===== src/source/bubble_timing_pkg.sv =====
package bubble_timing_pkg;

    //////////////////////////////
    // access types
    //////////////////////////////

    // bit 2 field rotating, bit 1 data transfer
    typedef enum logic [2:0] {
        RST  = 3'b000,  // idle after reset or bootloop end
        STBY = 3'b001,  // shift start seen
        BOOT = 3'b110,  // bootloop read
        USER = 3'b111,  // page read, replicator active
        IDLE = 3'b100,  // page seek, field running
        SWAP = 3'b101   // page write through swap gate
    } access_t;

    typedef logic [9:0]  field_phase_t;  // 0 stopped, 89..568 running
    typedef logic [11:0] abs_page_t;     // minor loop position
    typedef logic [12:0] bout_num_t;     // all ones = no valid bit

    //////////////////////////////
    // field positions in MCLK
    //////////////////////////////

    localparam field_phase_t PHASE_MINUS_X = 10'd208;  // stop point
    localparam field_phase_t PHASE_MINUS_Y = 10'd328;  // detector latch
    localparam field_phase_t PHASE_PLUS_Y  = 10'd568;  // end of bubble cycle
    localparam field_phase_t PHASE_WRAP    = 10'd89;   // first count of next cycle
    localparam field_phase_t BIN_START     = 10'd88;   // first write sample
    localparam field_phase_t BOUT_ADVANCE  = 10'd2;    // output strobe launched early

    // counting limits
    localparam abs_page_t   LOOP_POSITIONS     = 12'd2053;  // bubbles per minor loop
    localparam bout_num_t   BOOTLOOP_BITS      = 13'd4106;  // two bootloops interleaved
    localparam logic [9:0]  PAGE_BITS          = 10'd584;
    localparam logic [6:0]  PROPAGATION_CYCLES = 7'd98;     // replicator to detector

endpackage


===== src/source/bubble_timing_top.sv =====
interface bmc_ctrl_if;
    logic bss;     // shift start
    logic bsen;    // shift enable
    logic repen;   // replicator enable
    logic booten;  // bootloop enable
    logic swapen;  // swap gate enable

    modport src (output bss, bsen, repen, booten, swapen);
    modport dst (input  bss, bsen, repen, booten, swapen);
endinterface

module bubble_timing_top #(
    parameter bubble_timing_pkg::abs_page_t INITIAL_ABS_PAGE = 12'd1951,
    parameter int                           SYNC_STAGES      = 3
) (
    input  logic                         MCLK,
    input  logic                         rst_n,
    input  logic                         n_en,
    input  logic                         n_bss,
    input  logic                         n_bsen,
    input  logic                         n_repen,
    input  logic                         n_booten,
    input  logic                         n_swapen,
    output logic                         clkout,
    output bubble_timing_pkg::access_t   acc_type,
    output bubble_timing_pkg::bout_num_t bout_cycle_num,
    output logic                         n_binclken,
    output logic                         n_boutclken,
    output bubble_timing_pkg::abs_page_t abs_page
);

    logic                           sample_tick;
    bubble_timing_pkg::field_phase_t phase;

    bmc_ctrl_if ctrl_bus ();

    phase_divider u_divider (
        .MCLK(MCLK), .rst_n(rst_n), .clkout(clkout), .sample_tick(sample_tick)
    );

    control_sync #(.SYNC_STAGES(SYNC_STAGES)) u_sync (
        .MCLK(MCLK), .rst_n(rst_n), .n_en(n_en),
        .n_bss(n_bss), .n_bsen(n_bsen), .n_repen(n_repen),
        .n_booten(n_booten), .n_swapen(n_swapen),
        .sample_tick(sample_tick), .ctrl(ctrl_bus.src)
    );

    access_state u_access (
        .MCLK(MCLK), .rst_n(rst_n), .ctrl(ctrl_bus.dst), .acc_type(acc_type)
    );

    field_rotation #(.INITIAL_ABS_PAGE(INITIAL_ABS_PAGE)) u_field (
        .MCLK(MCLK), .rst_n(rst_n), .acc_type(acc_type), .phase(phase),
        .abs_page(abs_page), .n_binclken(n_binclken), .n_boutclken(n_boutclken)
    );

    cycle_counter #(.INITIAL_ABS_PAGE(INITIAL_ABS_PAGE)) u_cycle (
        .MCLK(MCLK), .rst_n(rst_n), .acc_type(acc_type), .phase(phase),
        .bout_cycle_num(bout_cycle_num)
    );

endmodule


===== src/source/access_state.sv =====
module access_state (
    input  logic MCLK,
    input  logic rst_n,
    bmc_ctrl_if.dst ctrl,
    output bubble_timing_pkg::access_t acc_type
);

    // {bss, booten, bsen, repen, swapen}, all active low
    logic [4:0] pattern;

    assign pattern = {ctrl.bss, ctrl.booten, ctrl.bsen, ctrl.repen, ctrl.swapen};

    //////////////////////////////
    // access type FSM
    //////////////////////////////

    always_ff @(posedge MCLK)
    begin
        if (!rst_n)
        begin
            acc_type <= bubble_timing_pkg::RST;
        end
        else
        begin
            case (pattern)
                // reset patterns, bootloop side and user side
                5'b10111, 5'b11111:
                begin
                    if (acc_type != bubble_timing_pkg::STBY)
                    begin
                        acc_type <= bubble_timing_pkg::RST;  // standby survives
                    end
                end

                // shift start pulse
                5'b00111, 5'b01111:
                begin
                    if (acc_type == bubble_timing_pkg::RST)
                    begin
                        acc_type <= bubble_timing_pkg::STBY;
                    end
                end

                // bootloop shifting
                5'b10011:
                begin
                    if (acc_type == bubble_timing_pkg::STBY ||
                        acc_type == bubble_timing_pkg::RST ||
                        acc_type == bubble_timing_pkg::BOOT)
                    begin
                        acc_type <= bubble_timing_pkg::BOOT;
                    end
                end

                // page seek, field on with no transfer yet
                5'b11011:
                begin
                    if (acc_type == bubble_timing_pkg::STBY ||
                        acc_type == bubble_timing_pkg::RST)
                    begin
                        acc_type <= bubble_timing_pkg::IDLE;
                    end
                end

                5'b11001:  // replicator pulse
                begin
                    if (acc_type == bubble_timing_pkg::IDLE)
                    begin
                        acc_type <= bubble_timing_pkg::USER;  // held until reset pattern
                    end
                end

                5'b11010:  // swap pulse
                begin
                    if (acc_type == bubble_timing_pkg::IDLE)
                    begin
                        acc_type <= bubble_timing_pkg::SWAP;
                    end
                end

                default:
                begin
                    acc_type <= acc_type;
                end
            endcase
        end
    end

endmodule


===== src/source/control_sync.sv =====
module control_sync #(
    parameter int SYNC_STAGES = 3
) (
    input  logic MCLK,
    input  logic rst_n,
    input  logic n_en,
    input  logic n_bss,
    input  logic n_bsen,
    input  logic n_repen,
    input  logic n_booten,
    input  logic n_swapen,
    input  logic sample_tick,
    bmc_ctrl_if.src ctrl
);

    // bit order {swapen, bss, bsen, repen, booten}
    localparam logic [4:0] IDLE_PATTERN = 5'b11110;

    logic [4:0] gated;
    logic [4:0] chain [SYNC_STAGES];

    //////////////////////////////
    // input gating
    //////////////////////////////

    assign gated[4] = n_en | n_swapen;
    assign gated[3] = n_en | n_bss;
    assign gated[2] = n_en | n_bsen;
    assign gated[1] = n_en | n_repen | ~n_booten;  // no replicate while on bootloop
    assign gated[0] = ~n_en & n_booten;             // module off reads as bootloop idle

    // falling edge buffer chain
    always_ff @(negedge MCLK)
    begin
        if (!rst_n)
        begin
            for (int i = 0; i < SYNC_STAGES; i++)
            begin
                chain[i] <= IDLE_PATTERN;
            end
        end
        else
        begin
            chain[0] <= gated;
            for (int i = 1; i < SYNC_STAGES; i++)
            begin
                chain[i] <= chain[i-1];  // shift
            end
        end
    end

    //////////////////////////////
    // strobe-timed sampling
    //////////////////////////////

    always_ff @(posedge MCLK)
    begin
        if (!rst_n)
        begin
            {ctrl.swapen, ctrl.bss, ctrl.bsen, ctrl.repen, ctrl.booten} <= IDLE_PATTERN;
        end
        else if (sample_tick)
        begin
            {ctrl.swapen, ctrl.bss, ctrl.bsen, ctrl.repen, ctrl.booten} <=
                chain[SYNC_STAGES-1];  // levels hold between ticks
        end
    end

endmodule


===== src/source/cycle_counter.sv =====
module cycle_counter #(
    parameter bubble_timing_pkg::abs_page_t INITIAL_ABS_PAGE = 12'd1951
) (
    input  logic                            MCLK,
    input  logic                            rst_n,
    input  bubble_timing_pkg::access_t      acc_type,
    input  bubble_timing_pkg::field_phase_t phase,
    output bubble_timing_pkg::bout_num_t    bout_cycle_num
);

    logic [6:0]                   delay_cnt;  // all ones = not started
    logic [9:0]                   page_cnt;   // all ones = before bit 0
    bubble_timing_pkg::bout_num_t boot_cnt;   // free running over both bootloops
    bubble_timing_pkg::bout_num_t boot_next;
    logic                         delay_done;
    logic                         page_full;
    logic                         plus_y;

    assign plus_y     = (phase == bubble_timing_pkg::PHASE_PLUS_Y);
    assign delay_done = (delay_cnt == bubble_timing_pkg::PROPAGATION_CYCLES - 7'd1);
    assign page_full  = (page_cnt == bubble_timing_pkg::PAGE_BITS - 10'd1);
    assign boot_next  = (boot_cnt == bubble_timing_pkg::BOOTLOOP_BITS - 13'd1) ?
                        13'd0 : boot_cnt + 13'd1;

    //////////////////////////////
    // bootloop counter
    //////////////////////////////

    always_ff @(posedge MCLK)
    begin
        if (!rst_n)
        begin
            boot_cnt <= {1'b0, INITIAL_ABS_PAGE};
        end
        else if (plus_y)
        begin
            boot_cnt <= boot_next;  // advances in every mode
        end
    end

    //////////////////////////////
    // delay, page and output
    //////////////////////////////

    always_ff @(posedge MCLK)
    begin
        if (!rst_n)
        begin
            delay_cnt      <= '1;
            page_cnt       <= '1;
            bout_cycle_num <= '1;
        end
        else if (phase == '0)
        begin
            if (acc_type == bubble_timing_pkg::RST)
            begin
                delay_cnt      <= '1;  // field stopped, forget the page
                page_cnt       <= '1;
                bout_cycle_num <= '1;
            end
        end
        else if (plus_y)
        begin
            if (!acc_type[1])
            begin
                delay_cnt      <= '1;  // IDLE or SWAP moves no data out
                page_cnt       <= '1;
                bout_cycle_num <= '1;
            end
            else if (!delay_done)
            begin
                delay_cnt      <= delay_cnt + 7'd1;  // all ones wraps to 0
                page_cnt       <= '1;
                bout_cycle_num <= '1;  // line still empty
            end
            else if (!acc_type[0])
            begin
                page_cnt       <= '1;
                bout_cycle_num <= boot_next;  // BOOT tracks bootloop position
            end
            else if (!page_full)
            begin
                page_cnt       <= page_cnt + 10'd1;
                bout_cycle_num <= {3'b000, page_cnt + 10'd1};
            end
            // last page bit holds
        end
    end

endmodule


===== src/source/field_rotation.sv =====
module field_rotation #(
    parameter bubble_timing_pkg::abs_page_t INITIAL_ABS_PAGE = 12'd1951
) (
    input  logic                            MCLK,
    input  logic                            rst_n,
    input  bubble_timing_pkg::access_t      acc_type,
    output bubble_timing_pkg::field_phase_t phase,
    output bubble_timing_pkg::abs_page_t    abs_page,
    output logic                            n_binclken,  // write sample enable
    output logic                            n_boutclken  // read launch enable
);

    //  field positions in one cycle
    //          +Y 568
    //  -X 208          +X 448
    //          -Y 328

    //////////////////////////////
    // rotation phase
    //////////////////////////////

    always_ff @(posedge MCLK)
    begin
        if (!rst_n)
        begin
            phase <= '0;
        end
        else if (phase == '0)
        begin
            phase <= acc_type[2] ? 10'd1 : 10'd0;  // start on rotate request
        end
        else if (phase == bubble_timing_pkg::PHASE_MINUS_X && !acc_type[2])
        begin
            phase <= '0;  // field parks at -X
        end
        else if (phase == bubble_timing_pkg::PHASE_PLUS_Y)
        begin
            phase <= bubble_timing_pkg::PHASE_WRAP;  // 480 MCLK per cycle
        end
        else
        begin
            phase <= phase + 10'd1;
        end
    end

    //////////////////////////////
    // absolute loop position
    //////////////////////////////

    always_ff @(posedge MCLK)
    begin
        if (!rst_n)
        begin
            abs_page <= INITIAL_ABS_PAGE;
        end
        else if (phase == bubble_timing_pkg::PHASE_PLUS_Y)
        begin
            if (abs_page == bubble_timing_pkg::LOOP_POSITIONS - 12'd1)
            begin
                abs_page <= '0;  // replicator at position 0
            end
            else
            begin
                abs_page <= abs_page + 12'd1;
            end
        end
    end

    // write enable at cycle start and every +Y
    always_ff @(posedge MCLK)
    begin
        if (!rst_n)
        begin
            n_binclken <= 1'b1;
        end
        else
        begin
            n_binclken <= !(phase == bubble_timing_pkg::BIN_START ||
                            phase == bubble_timing_pkg::PHASE_PLUS_Y);
        end
    end

    // read enable just ahead of -Y, low while stopped
    always_ff @(posedge MCLK)
    begin
        if (!rst_n)
        begin
            n_boutclken <= 1'b0;
        end
        else
        begin
            n_boutclken <= !(phase == '0 ||
                phase == bubble_timing_pkg::PHASE_MINUS_Y - bubble_timing_pkg::BOUT_ADVANCE);
        end
    end

endmodule


===== src/source/phase_divider.sv =====
module phase_divider (
    input  logic MCLK,
    input  logic rst_n,
    output logic clkout,      // 4 MHz controller clock
    output logic sample_tick  // one per 12 MHz period
);

    //////////////////////////////
    // 48 MHz / 12 counter
    //////////////////////////////

    logic [3:0] count;

    always_ff @(posedge MCLK)
    begin
        if (!rst_n)
        begin
            count <= 4'd0;
        end
        else if (count == 4'd11)
        begin
            count <= 4'd0;  // wrap every 250 ns
        end
        else
        begin
            count <= count + 4'd1;
        end
    end

    // high 6, low 6
    always_ff @(posedge MCLK)
    begin
        if (!rst_n)
        begin
            clkout <= 1'b1;
        end
        else if (count == 4'd5)
        begin
            clkout <= 1'b1;  // rising edge
        end
        else if (count == 4'd11)
        begin
            clkout <= 1'b0;  // controller launches on this edge
        end
    end

    // sample points sit mid-way through each 12 MHz period
    assign sample_tick = (count == 4'd3) || (count == 4'd7) || (count == 4'd11);

endmodule


===== config.mk =====
export PLATFORM = sky130hd
export DESIGN_NAME = bubble_timing_top
export DESIGN_NICKNAME = d
export VERILOG_FILES = /design/src/source/bubble_timing_pkg.sv /design/src/source/bubble_timing_top.sv /design/src/source/access_state.sv /design/src/source/control_sync.sv /design/src/source/cycle_counter.sv /design/src/source/field_rotation.sv /design/src/source/phase_divider.sv
export SDC_FILE = /design/constraint.sdc
export NUM_CORES = 1
export LEC_CHECK = 0
export BUFFER_PORTS_ARGS = -buffer_cell sky130_fd_sc_hd__clkbuf_2
export CELL_PAD_IN_SITES_DETAIL_PLACEMENT = 2
export CELL_PAD_IN_SITES_GLOBAL_PLACEMENT = 2
export CORE_ASPECT_RATIO = 0.7
export CORE_MARGIN = 2
export CORE_UTILIZATION = 39
export CTS_CLUSTER_SIZE = 20
export DETAILED_ROUTE_END_ITERATION = 8
export GPL_TIMING_DRIVEN = 0
export PLACE_DENSITY = 0.9
export SYNTH_ARGS = -nofsm -noshare
export SYNTH_HDL_FRONTEND = slang
export SYNTH_SLANG_ARGS = --single-unit

===== constraint.sdc =====
create_clock -name MCLK -period 4.7 [get_ports MCLK]
set_clock_uncertainty 0.15 [all_clocks]
set_input_delay 0 -clock MCLK [delete_from_list [all_inputs] [get_ports MCLK]]
set_output_delay 0 -clock MCLK [all_outputs]
set_load 0.02 [all_outputs]

Yosys cells after proc, flatten, opt, wreduce, memory -nomap -nowiden
Memory sizes are Yosys's and may differ from the RTL's. A register that Yosys moved wholly into a read port is not among the register bits.
Index checks and enable logic that the tools add are counted.
W data, S select, Z words.
- register bits: 75
- memories kept: 1
- bits in writable memories: 15
- bits in latches: 0
- bits in read-only memories: 0
- logic and storage cells: 122
- input bits: 8
- shifts and indexed selects: 0
- muxes and demuxes: 37
- reduce and logical (&&, ||, !) cells: 22
- bitwise logic cells: 12
- $lt $le $gt $ge: 0
- multipliers: 0
- add/sub/neg operators: 6
- divide/modulo/power cells: 0
- eq/ne operators: 33
- memories (memory ; words ; width ; rd ports ; clocked after Yosys merged registers in ; write ports ; line ; RTL):
    u_sync.chain ; 3 ; 5 ; 3 ; 1 ; 3 ; control_sync.sv:20 ; logic [4:0] chain [SYNC_STAGES];
- operators by type and width (kind ; number):
    $mux W13 ; 8
    $mux W10 ; 10
    $mux W7 ; 5
    $eq A5 B5 Y1 const B ; 6
    $add A10 B1 Y10 const B ; 2
    $eq A10 B10 Y1 const B ; 2
    $mux W3 ; 6
    $pmux W3 S6 ; 1
    $mux W5 ; 3
    $add A13 B1 Y13 const B ; 1
    $eq A13 B13 Y1 const B ; 1
    $add A12 B1 Y12 const B ; 1
    $eq A12 B12 Y1 const B ; 1
    $mux W12 ; 1
    $ne A2 B1 Y1 const B ; 6
    $eq A10 B7 Y1 const B ; 1
    $eq A10 B8 Y1 const B ; 1
    $eq A10 B9 Y1 const B ; 1
    $logic_not A10 Y1 ; 1
    $eq A4 B3 Y1 const B ; 2
    $or A1 B1 Y1 ; 8
    $reduce_or A2 Y1 ; 4
    $add A7 B1 Y7 const B ; 1
    $eq A7 B7 Y1 const B ; 1
    other kinds (22) ; 36

Depth between registers and ports, before layout
- word-level depth: 7
- mapped depth: 9
- gate-level depth less buffers: 7

Hierarchy
A second synthesis with hierarchy kept.
- cell total of the unflattened synthesis: 542
- area total of the unflattened synthesis: 4785.8 µm²
- modules (own cells, without submodules) (module ; sequential area each (µm²) ; instances ; area each (µm²) ; cells each):
    cycle_counter ; 860.8 ; 1 ; 2388.5 ; 286
    field_rotation ; 480.5 ; 1 ; 1292.5 ; 148
    control_sync ; 400.4 ; 1 ; 594.3 ; 49
    access_state ; 60.1 ; 1 ; 289.0 ; 34
    phase_divider ; 100.1 ; 1 ; 221.5 ; 25

==> results.py <==
metrics = {
    "run_status": {
        "status": "completed",
    },
    "sta": {
        "fin_ws_ns": 1.32,
        "rsz0062_at_grt": "false",
        "slew_headroom": 0.492,
        "tns_ns": 0,
        "hold_viol": 0,
        "maxSlewViolCount": 0,
        "hold_slack_ns": 0.116,
        "tightest_slew_ns": 0.743,
        "setup_viol": 0,
    },
    "placement": {
        "io_buffers": 38,
        "dp_cells": 774,
        "pre_cts_ws_ns": 0.948,
        "gp_congestion": 0.859,
        "hpwl_um": 12600,
    },
    "synth": {
        "synth_largest_area_cell": "dfxtp_1",
        "synth_cell_types": 70,
        "synthFlopType": "dfxtp_1",
        "synth_cells": 574,
        "yosys_warnings": 0,
        "synthArstFlopShare": 0,
        "yosysSeqAreaShare": 0.390,
        "synth.most_common_cell": "dfxtp_1",
        "synthTopCellsByCount": "95 x dfxtp_1, 47 x nand3_1, 43 x nor2_1",
        "yosysTopAreaCellShare": 0.390,
        "synth_area_per_cell_um2": 8.50,
        "synth-seq-cells": 95,
        "syn-cell-area_um2": 4880,
        "synth_top_cells_by_area": "dfxtp_1 39%, nand3_1 4.8%, o21ai_0 4.3%",
        "syn-num-nets": 594,
        "synth_edf_count": 0,
    },
    "drt": {
        "drc": 0,
        "firstDrtPassIters": 5,
        "drt-initial-drc-count": 270,
        "ant_nets": 0,
        "wl_per_cell_um": 24.4,
        "num_vias": 4878,
        "wl_um": 19600,
        "avgViaCountPerCell": 6.07,
    },
    "die": {
        "initial_core_util": 0.397,
        "die_area_um2": 13400,
        "rows": 34,
        "die_x_um": 138,
        "core_area_um2": 12300,
        "die_h_um": 97.6,
        "io_pins": 39,
    },
    "power": {
        "total_power_uw": 1950,
        "power_leakage_uw": 0.00218,
        "vdd_ir_drop_max_v": 0.000188,
        "powerDensity_nw_per_um2": 347,
    },
    "cells_and_area": {
        "syn_to_final_growth_pct": 15.4,
        "drive_gt1_frac": 0.131,
        "n_antenna_cell": 0,
        "final_nets": 657,
        "layout.cells.non_filler": 804,
    },
    "clocking": {
        "htreeDepth": 3,
        "cts_setup_buffers": 0,
        "worstSkewPairLatency_ns": 0.42,
        "cts.root.buffer_cell": "clkbuf_16",
        "cts_sinks": 95,
        "cts_made_buffers": 9,
        "ctsHoldBuffers": 0,
        "ctsResizeCount": 0,
        "clock_path_buffers": 2,
        "clkSlewWorstSetupHoldPaths_ns": 0.07,
        "cts_tree": "built",
    },
    "global_routing": {
        "grt_pass1_vias": 5318,
        "grt_util_all_layers": 0.308,
        "antenna_found_initial": 0,
        "overflow": 0,
        "grt_max_degree": 17,
        "grt_pass1_wl_um": 31200,
    },
    "critical_path": {
        "start_kind": "primary input",
        "critPathCaptureType": "flop",
        "path_max_fanout": 10,
        "crit_required_ns": 2.56,
        "cp_data_arrival_time_ns": 1.24,
        "path_class": "primary input to flop",
    },
    "hold_path": {
        "hp-class": "primary input to flop",
    },
    "job": {
        "maxCapViolCount": 0,
    },
}
[area by class of cell]
type	count	area, um2
Inverter	18	67.6
Clock inverter	22	138
Timing Repair Buffer	38	190
Buffer	37	176
Clock buffer	9	225
Sequential cell	95	1900
Fill cell	1346	6660
Tap cell	162	203
Multi-Input combinational cell	423	2730
[critical path: stages]
cell	delay [ns]
clkbuf_2	0.10
clkbuf_1	0.42
clkbuf_1	0.48
and2_1	0.23
[through the flow]
| step | utilization | instance area (um2) |
|---|---|---|
| 2_1_floorplan | - | 4880 |
| 3_3_place_gp | 0.429 | 5270 |
| 3_5_place_dp | 0.429 | 5270 |
| 4_1_cts | 0.458 | 5630 |
| 5_1_grt | 0.458 | 5630 |
| 6_report | 0.458 | 5630 |
[sequential cells by signal, indices dropped and copies added, names as in the netlist, 3 cells and up]
register                count
u_cycle.bout_cycle_num     13
u_cycle.page_cnt           10
u_cycle.delay_cnt           7
u_field.phase              10
u_divider.count             4
u_cycle.boot_cnt           13
u_access.acc_type           3
u_field.abs_page           12
u_sync.chain               15
[per-layer routing]
metal  up-vias  routed length [um]  global-route usage
li1       2194                   -                   -
met1      2474                8530               0.397
met2       155                9410               0.502
met3        55                1020              0.0600
met4         0                 647               0.122
met5         -                   0                   0
[cell usage in the layout, fill, tap and decap left out, drive strengths merged, types with 4 or more instances in the layout]
| cell | n |
|---|---|
| ha | 12 |
| a21oi | 26 |
| nor4 | 6 |
| nand2 | 38 |
| xnor2 | 16 |
| o211ai | 7 |
| nand3b | 4 |
| and3 | 15 |
| nor2 | 43 |
| nand2b | 14 |
| or3 | 12 |
| nor3 | 10 |
| o21ai | 43 |
| and4 | 5 |
| clkbuf | 72 |
| and2 | 11 |
| nor2b | 5 |
| dfxtp | 95 |
| nand3 | 48 |
| nor4b | 8 |
| buf | 12 |
| a22oi | 6 |
| nand4 | 21 |
| o21a | 4 |
| xor2 | 19 |
| inv | 36 |
[power breakdown]
group / internal, uW / switching [uW] / leakage [uW]
sequential: 830 / 24.6 / 0.000771
clock: 440 / 419 / 0.000232
combinational: 84.3 / 156 / 0.00118
total: 1350 / 600 / 0.00218
[kinds of logic after synthesis]
group / after synthesis / share of synthesized area
XOR/XNOR: 35 / 0.0628
buffers and inverters: 56 / 0.0508
adder cells (fa/ha/maj): 13 / 0.0328
flip-flops: 95 / 0.390
multiplexers: 2 / 0.00410
AO/OA/AOI/OAI: 118 / 0.154
AND/OR/NAND/NOR: 255 / 0.306
[final timing paths]
| path | from | end | slack, ns | cells past startpoint |
|---|---|---|---|---|
| worst min-delay path | rst_n | u_cycle.bout_cycle_num[12] | 0.12 | 4 |
| worst max register to register | u_sync.chain[2][4] | u_sync.ctrl.swapen | 1.49 | 2 |
| worst min register to register | u_sync.chain[1][4] | u_sync.chain[2][4] | 0.25 | 1 |
| worst max-delay path | rst_n | u_sync.chain[1][0] | 1.32 | 4 |
Note: power is estimated with default switching activity, not from simulation.
